$ cat src/design/chan_test_cfg.svh
/*
 * Build constants for the message channel test harness.
 * Included by the package and by the RTL that needs a width, an address
 * or the source sequence constant. Edit the values here only.
 */
`ifndef CHAN_TEST_CFG_SVH
`define CHAN_TEST_CFG_SVH

// Message width on both FIFO sides
`define CHAN_WIDTH 64

// Register address that carries the test command
`define CSR_TEST_ADDR 0

// Constant XORed into each step of the SOURCE sequence
`define SRC_MIX 12345

`endif

$ cat src/design/chan_test_pkg.sv
/*
 * Shared types of the channel test harness: the test mode encoding and
 * the structs for register writes, decoded commands and status.
 * Referenced by scoped names from the RTL and the testbench.
 */
`include "chan_test_cfg.svh"

package chan_test_pkg;

    // One message on either FIFO side
    typedef logic [`CHAN_WIDTH-1:0] chan_data_t;

    // Harness mode, also the encoding of wdata[1:0] in a command
    typedef enum logic [1:0]
    {
        NORMAL   = 2'd0,
        SINK     = 2'd1,
        SOURCE   = 2'd2,
        LOOPBACK = 2'd3
    } test_mode_e;

    // Register write, held stable while req is high
    typedef struct packed
    {
        logic [3:0]  addr;
        logic [31:0] wdata;   // [1:0] mode, [31:2] count
    } csr_wr_t;

    // Decoded command, valid for one cycle
    typedef struct packed
    {
        logic        valid;
        test_mode_e  mode;
        logic [29:0] count;
    } test_cmd_t;

    // Monitor status
    typedef struct packed
    {
        test_mode_e  mode;
        logic [15:0] msg_count;   // Saturates
        logic [7:0]  tests_done;  // Wraps
        test_mode_e  last_mode;
        logic [5:0]  rsvd;
    } test_status_t;

endpackage

$ cat src/design/csr_decode.sv
/*
 * Four-phase register slave for the test command.
 * Acknowledges every write and, for a write to the test address, emits a
 * one-cycle command in the cycle that ack rises. SOURCE with count 0 is
 * acknowledged and dropped.
 */
`timescale 1ns/1ns
`include "chan_test_cfg.svh"

module csr_decode
(
    input  logic                   clk,
    input  logic                   resetb,
    input  logic                   csr_req,
    input  chan_test_pkg::csr_wr_t csr_wr,
    output logic                   csr_ack,
    output chan_test_pkg::test_cmd_t cmd
);

    // Fields of the incoming write
    chan_test_pkg::test_mode_e wr_mode;
    logic [29:0]               wr_count;
    logic                      addr_hit;
    logic                      src_zero;
    logic                      accept;

    // Command register, valid bit is control and the rest is payload
    logic                      cmd_valid;
    chan_test_pkg::test_mode_e cmd_mode;
    logic [29:0]               cmd_count;

    assign wr_mode  = chan_test_pkg::test_mode_e'(csr_wr.wdata[1:0]);
    assign wr_count = csr_wr.wdata[31:2];
    assign addr_hit = (csr_wr.addr == 4'(`CSR_TEST_ADDR));

    // A zero-length source run would wrap the generator
    assign src_zero = (wr_mode == chan_test_pkg::SOURCE) && (wr_count == 30'd0);

    // New request seen while ack is still low
    assign accept = csr_req && !csr_ack;

    // Handshake and command strobe
    always_ff @(posedge clk)
    begin
        if (!resetb)
        begin
            csr_ack   <= 1'b0;
            cmd_valid <= 1'b0;
        end
        else
        begin
            // Strobe lasts one cycle at most
            cmd_valid <= 1'b0;
            if (accept)
            begin
                csr_ack   <= 1'b1;
                cmd_valid <= addr_hit && !src_zero;
            end
            else if (!csr_req && csr_ack)
            begin
                // Master released req, close the handshake
                csr_ack <= 1'b0;
            end
        end
    end

    // Command payload captured with the request
    always_ff @(posedge clk)
    begin
        if (accept)
        begin
            cmd_mode  <= wr_mode;
            cmd_count <= wr_count;
        end
    end

    assign cmd.valid = cmd_valid;
    assign cmd.mode  = cmd_mode;
    assign cmd.count = cmd_count;

endmodule

$ cat src/design/chan_test_mux.sv
/*
 * Mode FSM and data router between the client FIFOs and the host driver.
 * NORMAL connects both sides straight through. SINK, SOURCE and LOOPBACK
 * cut the client off and talk to the host. A test ends on a message with
 * bit 0 set, or when the source count runs out, and the mode returns to
 * NORMAL in the next clock.
 */
`timescale 1ns/1ns
`include "chan_test_cfg.svh"

module chan_test_mux
(
    input  logic                        clk,
    input  logic                        resetb,
    input  chan_test_pkg::test_cmd_t    cmd,

    // To the client
    output chan_test_pkg::chan_data_t   rx_fifo_data,
    output logic                        rx_fifo_rdy,
    input  logic                        rx_fifo_enable,

    // From the client
    input  chan_test_pkg::chan_data_t   tx_fifo_data,
    output logic                        tx_fifo_rdy,
    input  logic                        tx_fifo_enable,

    // From the host
    input  chan_test_pkg::chan_data_t   rx_data,
    input  logic                        rx_rdy,
    output logic                        rx_enable,

    // To the host
    output chan_test_pkg::chan_data_t   tx_data,
    input  logic                        tx_rdy,
    output logic                        tx_enable,

    output chan_test_pkg::test_mode_e   mode,
    output logic                        test_done
);

    // Step constant of the source sequence at full width
    localparam chan_test_pkg::chan_data_t SRC_STEP = `CHAN_WIDTH'(`SRC_MIX);

    // Single message sent when a sink test ends
    localparam chan_test_pkg::chan_data_t SINK_END = `CHAN_WIDTH'(1);

    // Source generator
    chan_test_pkg::chan_data_t source_data;
    logic [29:0]               source_count;
    logic                      src_last;

    // Last message of the run
    assign src_last = (source_count == 30'd1);

    // Routing, rdy to enable within the cycle
    always_comb
    begin
        // Straight-through by default
        rx_fifo_data = rx_data;
        rx_fifo_rdy  = rx_rdy;
        rx_enable    = rx_fifo_enable;
        tx_data      = tx_fifo_data;
        tx_fifo_rdy  = tx_rdy;
        tx_enable    = tx_fifo_enable;
        test_done    = 1'b0;

        case (mode)
            chan_test_pkg::SINK:
            begin
                // Client sees no rdy on either side
                rx_fifo_rdy = 1'b0;
                tx_fifo_rdy = 1'b0;
                // Take a host message only if the end reply could go out
                rx_enable   = rx_rdy && tx_rdy;
                test_done   = rx_enable && rx_data[0];
                // One reply of value 1 when the test ends
                tx_data     = SINK_END;
                tx_enable   = test_done;
            end

            chan_test_pkg::SOURCE:
            begin
                rx_fifo_rdy = 1'b0;
                tx_fifo_rdy = 1'b0;
                // Host traffic is drained
                rx_enable   = rx_rdy;
                // Bit 0 carries the last-message flag
                tx_data     = {source_data[`CHAN_WIDTH-1:1], src_last};
                tx_enable   = tx_rdy;
                test_done   = tx_rdy && src_last;
            end

            chan_test_pkg::LOOPBACK:
            begin
                rx_fifo_rdy = 1'b0;
                tx_fifo_rdy = 1'b0;
                // Accept only what can be echoed in the same cycle
                rx_enable   = rx_rdy && tx_rdy;
                test_done   = rx_enable && rx_data[0];
                tx_data     = rx_data;
                tx_enable   = rx_enable;
            end

            default:
            begin
                // NORMAL keeps the defaults
            end
        endcase
    end

    // Mode register, a new command beats test_done
    always_ff @(posedge clk)
    begin
        if (!resetb)
        begin
            mode <= chan_test_pkg::NORMAL;
        end
        else if (cmd.valid)
        begin
            mode <= cmd.mode;
        end
        else if (test_done)
        begin
            mode <= chan_test_pkg::NORMAL;
        end
    end

    // Remaining source messages
    always_ff @(posedge clk)
    begin
        if (!resetb)
        begin
            source_count <= 30'd0;
        end
        else if (cmd.valid)
        begin
            source_count <= cmd.count;
        end
        else if (mode == chan_test_pkg::SOURCE && tx_rdy)
        begin
            source_count <= source_count - 30'd1;
        end
    end

    // Sequence value, restarts at 1 on every command
    always_ff @(posedge clk)
    begin
        if (cmd.valid)
        begin
            source_data <= `CHAN_WIDTH'(1);
        end
        else if (mode == chan_test_pkg::SOURCE && tx_rdy)
        begin
            // Shift and mix, advances only when a message leaves
            source_data <= (source_data << 1) ^ SRC_STEP;
        end
    end

endmodule

$ cat src/design/test_monitor.sv
/*
 * Status counters for the test harness.
 * Counts messages sent to the host while a test runs, counts finished
 * tests and keeps the mode of the last one. Counters lag the event by
 * one clock, the current mode is passed straight through.
 */
`timescale 1ns/1ns

module test_monitor
(
    input  logic                        clk,
    input  logic                        resetb,
    input  chan_test_pkg::test_mode_e   mode,
    input  logic                        test_done,
    input  logic                        tx_enable,
    output chan_test_pkg::test_status_t status
);

    logic [15:0]               msg_count;
    logic [7:0]                tests_done;
    chan_test_pkg::test_mode_e last_mode;
    logic                      in_test;

    assign in_test = (mode != chan_test_pkg::NORMAL);

    // Host-bound messages during tests, saturating
    always_ff @(posedge clk)
    begin
        if (!resetb)
        begin
            msg_count <= 16'd0;
        end
        else if (in_test && tx_enable && msg_count != 16'hffff)
        begin
            msg_count <= msg_count + 16'd1;
        end
    end

    // Finished tests and their mode
    always_ff @(posedge clk)
    begin
        if (!resetb)
        begin
            tests_done <= 8'd0;
            last_mode  <= chan_test_pkg::NORMAL;
        end
        else if (test_done)
        begin
            // Wraps at 256
            tests_done <= tests_done + 8'd1;
            last_mode  <= mode;
        end
    end

    assign status.mode       = mode;
    assign status.msg_count  = msg_count;
    assign status.tests_done = tests_done;
    assign status.last_mode  = last_mode;
    assign status.rsvd       = 6'd0;

endmodule

$ cat src/design/chan_test_top.sv
/*
 * Top level of the channel test harness.
 * Sits between the client FIFO ports and the host driver FIFO ports.
 * A register write picks the test mode, status shows the monitor counters.
 */
`timescale 1ns/1ns

module chan_test_top
(
    input  logic                        clk,
    input  logic                        resetb,

    // Register write port, four-phase
    input  logic                        csr_req,
    input  chan_test_pkg::csr_wr_t      csr_wr,
    output logic                        csr_ack,

    // Client side
    output chan_test_pkg::chan_data_t   rx_fifo_data,
    output logic                        rx_fifo_rdy,
    input  logic                        rx_fifo_enable,
    input  chan_test_pkg::chan_data_t   tx_fifo_data,
    output logic                        tx_fifo_rdy,
    input  logic                        tx_fifo_enable,

    // Driver side
    input  chan_test_pkg::chan_data_t   rx_data,
    input  logic                        rx_rdy,
    output logic                        rx_enable,
    output chan_test_pkg::chan_data_t   tx_data,
    input  logic                        tx_rdy,
    output logic                        tx_enable,

    output chan_test_pkg::test_status_t status
);

    chan_test_pkg::test_cmd_t  cmd;
    chan_test_pkg::test_mode_e mode;
    logic                      test_done;

    csr_decode u_csr_decode
    (
        .clk       (clk),
        .resetb    (resetb),
        .csr_req   (csr_req),
        .csr_wr    (csr_wr),
        .csr_ack   (csr_ack),
        .cmd       (cmd)
    );

    chan_test_mux u_chan_test_mux
    (
        .clk            (clk),
        .resetb         (resetb),
        .cmd            (cmd),
        .rx_fifo_data   (rx_fifo_data),
        .rx_fifo_rdy    (rx_fifo_rdy),
        .rx_fifo_enable (rx_fifo_enable),
        .tx_fifo_data   (tx_fifo_data),
        .tx_fifo_rdy    (tx_fifo_rdy),
        .tx_fifo_enable (tx_fifo_enable),
        .rx_data        (rx_data),
        .rx_rdy         (rx_rdy),
        .rx_enable      (rx_enable),
        .tx_data        (tx_data),
        .tx_rdy         (tx_rdy),
        .tx_enable      (tx_enable),
        .mode           (mode),
        .test_done      (test_done)
    );

    test_monitor u_test_monitor
    (
        .clk       (clk),
        .resetb    (resetb),
        .mode      (mode),
        .test_done (test_done),
        .tx_enable (tx_enable),
        .status    (status)
    );

endmodule

$ cat config.mk
export PLATFORM = sky130hd
export DESIGN_NAME = chan_test_top
export DESIGN_NICKNAME = d
export VERILOG_FILES = /design/src/design/chan_test_pkg.sv /design/src/design/csr_decode.sv /design/src/design/chan_test_mux.sv /design/src/design/test_monitor.sv /design/src/design/chan_test_top.sv
export VERILOG_INCLUDE_DIRS = /design/src /design/src/design
export SDC_FILE = /design/constraint.sdc
export NUM_CORES = 1
export LEC_CHECK = 0
export BUFFER_PORTS_ARGS = -buffer_cell sky130_fd_sc_hd__buf_2
export CORE_AREA = 2 2 131 133
export CTS_CLUSTER_SIZE = 12
export DETAILED_ROUTE_END_ITERATION = 8
export DIE_AREA = 0 0 133 135
export PLACE_DENSITY = 0.9
export RECOVER_POWER = 100
export REMOVE_ABC_BUFFERS = 1
export SLEW_MARGIN = 20
export SYNTH_ARGS = -nofsm -noshare
export SYNTH_HDL_FRONTEND = slang
export SYNTH_SLANG_ARGS = --single-unit
$ cat constraint.sdc
create_clock -name clk -period 4.9 [get_ports clk]
set_input_delay 0.245 -clock clk [delete_from_list [all_inputs] [get_ports clk]]
set_output_delay 0.245 -clock clk [all_outputs]
set_load 0.01 [all_outputs]
* Word-level counts from Yosys, hierarchy flattened *
Cells that the tools add are included.

word-level totals
  register bits after elaboration = 156
  bits in latches = 0
  RAM bits = 0
  memory bits (read-only) = 0
  bits of input ports = 171
  output and inout bits = 167
  word-level logic and storage cells = 54
  memories kept = 0

cells by class
  $add $sub $neg = 3
  multiply operators = 0
  divide/modulo/power cells = 0
  magnitude comparators = 0
  equality and inequality tests = 6
  shift-type cells = 0
  muxes and demuxes = 12
  bitwise logic cells = 1
  reductions and logical operators = 22

operator list
  operator                                             number
  case mux 64 bit (3 select lines)                     1
  two-way mux 30 bit                                   2
  == test 30 x 1 -> 1 bit (second input constant)      1
  logical NOT 30 bit                                   1
  subtractor 30 x 1 -> 30 bit (second input constant)  1
  adder 16 x 1 -> 16 bit (second input constant)       1
  inequality test 16 bit (second input constant)       1
  logical AND 1 bit                                    10
  adder 8 x 1 -> 8 bit (second input constant)         1
  nonzero test 2 bit                                   4
  == test 2 bit (second input constant)                3
  inverter 6 bit                                       1
  logical NOT 4 bit                                    1
  two-way mux 1 bit                                    4
  two-way mux 2 bit                                    2
  case mux 1 bit (2 select lines)                      2
  logical NOT 1 bit                                    3
  case mux 1 bit (3 select lines)                      1
  OR reduction 3 bit                                   1
  == test 2 x 1 -> 1 bit (second input constant)       1
  AND reduction 2 bit                                  1
  OR reduction 2 bit                                   1

* Logic depth before layout (Yosys ltp) *
  word-level depth = 5
  depth in mapped cells = 8
  depth with buffers taken out = 7

* Hierarchy *
From an unflattened synthesis, not the netlist that was laid out.

unflattened totals
  cell total of the unflattened synthesis = 920
  area total of the unflattened synthesis = 8,291.7 um^2

modules (own cells, without submodules)
  module         times used  cells each  area each (um^2)  sequential area each (um^2)
  chan_test_mux  1           715         5,819.3           1,901.8
  test_monitor   1           153         1,311.3           520.5
  csr_decode     1           52          1,161.1           1,001.0

* Worst setup path after synthesis *
OpenSTA, ideal clock, no wires.

  path type = flip-flop to flip-flop
  start point = register u_chan_test_mux.source_count[5]
  end point = register u_test_monitor.tests_done[5]
  data arrival time = 2.210 ns
  slack = 2.619 ns
  cell stages (with the launch flop) = 8
  path buffers = 1
  cell sequence = dfxtp_1 or4_1 buf_2 nor3_4 and3_4 a31oi_4 or4_1 a21oi_1

between the ends
  cells in the longest elaborated chain, start to end = 3

RTL lines
  item                             line                  RTL
  start: declaration               chan_test_mux.sv:49   logic [29:0] source_count;
  start signal: assignment         chan_test_mux.sv:137  source_count <= cmd.count;
  start signal: assignment         chan_test_mux.sv:141  source_count <= source_count - 30'd1;
  == test 30 x 1 -> 1 bit          chan_test_mux.sv:53   assign src_last = (source_count == 30'd1);
  logical AND 1 bit                chan_test_mux.sv:90   test_done = tx_rdy && src_last;
  case mux 1 bit (2 select lines)  chan_test_mux.sv:67   case (mode)
  end signal: assignment           test_monitor.sv:50    tests_done <= tests_done + 8'd1;
  end: declaration                 test_monitor.sv:20    logic [7:0] tests_done;

Every way passes these cells.
A chain may end at the register's enable or synchronous reset.

* Worst setup path in the final report *
Ends and elaborated chain as after synthesis.

==> impl_metrics.tcl <==
set metrics [dict create \
    row_count 47 \
    arrival_ps 3620 \
    synth_area_leaders "dfxtp_1 (31%), edfxtp_1 (12%), nand2_1 (9.2%)" \
    maxCapViolCount 2 \
    maxSlewHeadroom_pct -15.5 \
    critPathMaxStageDelay_ps 650 \
    crit_top_cell "or4_1" \
    clock_skew_ps 17.9 \
    power_leakage_nw 3.51 \
    core_um2 16400 \
    critPathBufInv 0 \
    whs_path_depth 1 \
    yosys.area.top_type_share_pct 31.0 \
    dp.cells 1390 \
    drc 0 \
    tightest_slew_ps 1730 \
    finalCritPeriodShare_pct 67.0 \
    tritoncts "yes" \
    worst-path-max-fanout 16 \
    grt_overflow 0 \
    num_vias 7664 \
    worstSetupStartpointType "flop" \
    drt_iter0_markers 406 \
    die_x_um 133 \
    cts-htree-levels 4 \
    synth_common_cells "nand2_1 (194), dfxtp_1 (123), a21oi_1 (90), o21ai_0 (81), buf_4 (70)" \
    place_hpwl_um 16300 \
    critical_path_class "flop to flop" \
    numPortBuffers 331 \
    cp.depth 6 \
    synth_cells 954 \
    yosysWarningCount 0 \
    stdcell_area_um2 9690 \
    dieHeight_um 135 \
    reg2reg_depth 6 \
    hold_violations 0 \
    grt_max_degree 78 \
    gp_congestion 0.892 \
    area_delta_synth_final_pct 22.0 \
    slew_violations 112 \
    grt_setup_unrepaired "false" \
    cts.sinks 155 \
    drive_above_1_share_pct 15.4 \
    cts-root-buf "clkbuf_16" \
    grt_pass1_wl_um 34500 \
    nNetsFinal 1381 \
    setup_tns_ps 0 \
    period_minus_slack_ps 3280 \
    postSynth.asyncResetShare_pct 0 \
    wl_um 23400 \
    worstSkewPairLatency_ps 430 \
    cts_buffers 17 \
    antenna_found_initial 0 \
    yosysMostFrequentCell "nand2_1" \
    wire_per_inst_um 16.2 \
    ant_nets 0 \
    synth_cell_types 42 \
    peakVddDrop_v 0.000251 \
    place_area_um2 9220 \
    dr.pass1.iters 6 \
    start_util_pct 48.4 \
    synth_enable_flop_cells 32 \
    ys_seq_area_share_pct 43.1 \
    path_delay_family "simple AND/OR/NAND/NOR gates" \
    final_cells 1438 \
    path_cells "or4_1 -> nor3_1 -> and3_1 -> a31oi_1 -> or4_1 -> a21oi_1" \
    place_ws_ps 2310 \
    yosysTopAreaCell "dfxtp_1" \
    hold_class "primary input to flop" \
    status "finished, violations left" \
    setup_ws_ps 1620 \
    grt_pass1_vias 7010 \
    post_cts_buffers 0 \
    synth.avg_cell_area_um2 8.32 \
    diodes 0 \
    clock.fmax_mhz 305 \
    setup_viol 0 \
    path_clk_slew_ps 60 \
    synth_top_flop_cell "dfxtp_1" \
    ys_ff_latch 155 \
    gr-usage-all-layers_pct 24.1 \
    io_pins 338 \
    die_area_um2 18000 \
    critPathSlowestCell "or4_1" \
    violations "max-capacitance violations, max-slew violations" \
    worstPathRequired_ps 5230 \
    cts_buffer_depth 2 \
    synth_area_um2 7940 \
    critPathCaptureType "flop" \
    via_per_inst 5.33 \
    pwr_density_cell_nw_per_um2 304 \
]
-- per-stage QoR --
step | total power [mW] | hold WS, ps | util (%)
after global routing | 3.05 | 24.3 | 59.0
final | 2.95 | 39.4 | 59.0
after global placement | 1.67 | 436 | 56.2
after detailed placement | 1.68 | 440 | 56.2
after floorplan | 1.49 | 344 | -
after CTS | 2.97 | 0.241 | 60.3
-- power by group --
part | leakage, nW | switching, mW | internal [mW]
Sequential | 1.30 | 0.0225 | 1.34
Combinational | 1.92 | 0.164 | 0.116
Clock | 0.284 | 0.570 | 0.732
Total | 3.51 | 0.756 | 2.19
-- final cells by class --
class / count / area (µm²)
fill: 1511 / 6720
multi-input combinational: 666 / 3720
sequential: 155 / 3430
timing repair buffer: 355 / 1630
clock buffer: 18 / 439
tap: 220 / 275
clock inverter: 14 / 145
inverter: 10 / 37.5
-- cell usage in the layout (no fill, tap or decap), types with 3 or more instances in the layout --
master         instances
buf_2                144
nand3_1               15
o21ai_0               81
dfxtp_1              120
and3_1                 9
buf_4                  5
nor3_1                12
edfxtp_1              32
a311oi_1               3
nand2_1              194
a211oi_1              12
inv_6                  6
or4_1                  7
or3_1                  8
nand4_1               11
clkbuf_16             17
xor2_1                18
nor2b_1                3
dlygate4sd3_1         16
a21oi_1               90
nor4_1                16
clkbuf_1             189
conb_1                 6
inv_8                  3
mux2i_1               68
inv_1                 10
xnor2_1               24
ha_1                   5
nor2_1                62
-- worst paths after layout --
kind,endpoint,from,slack [ps]
worst max-delay path,u_test_monitor.tests_done[5],u_chan_test_mux.source_count[5],1620
worst min-delay path,u_csr_decode.cmd_count[12],csr_wr[14],40
worst max register to register,u_test_monitor.tests_done[5],u_chan_test_mux.source_count[5],1620
worst min register to register,u_test_monitor.last_mode[0],u_test_monitor.last_mode[0],470
-- state kept, by name, indices dropped and copies added, names as in the netlist --
signal                        flops
u_test_monitor.last_mode          2
u_chan_test_mux.mode              2
u_chan_test_mux.source_data      63
u_csr_decode.cmd_mode             2
u_csr_decode.csr_ack              1
u_test_monitor.tests_done         8
u_chan_test_mux.source_count     30
u_csr_decode.cmd_valid            1
u_test_monitor.msg_count         16
u_csr_decode.cmd_count           30
-- cells by family after synthesis --
logic type               count (synthesis)  share of synthesized area [%]
AO/OA/AOI/OAI                          194                           13.3
other                                    1                         0.0472
flip-flops                             155                           43.1
AND/OR/NAND/NOR                        351                           19.7
XOR/XNOR                                42                           4.63
buffers and inverters                  138                           9.85
multiplexers                            68                           8.57
adder cells (fa/ha/maj)                  5                          0.788
-- layer usage --
metal | wire, µm | track usage (%) | vias up | share of wire [%]
li1 | - | - | 3710 | -
met1 | 8990 | 27.5 | 3595 | 38
met2 | 12400 | 43.5 | 302 | 53
met3 | 1340 | 5.44 | 57 | 5.7
met4 | 665 | 10.0 | 0 | 2.8
met5 | 0 | 0 | - | 0
-- timing repair --
item,CTS,global route
hold buffers,9,7
hold endpoints to repair,9,7
gates resized for setup,0,0
No activity file was read; power rests on OpenSTA's default activity.
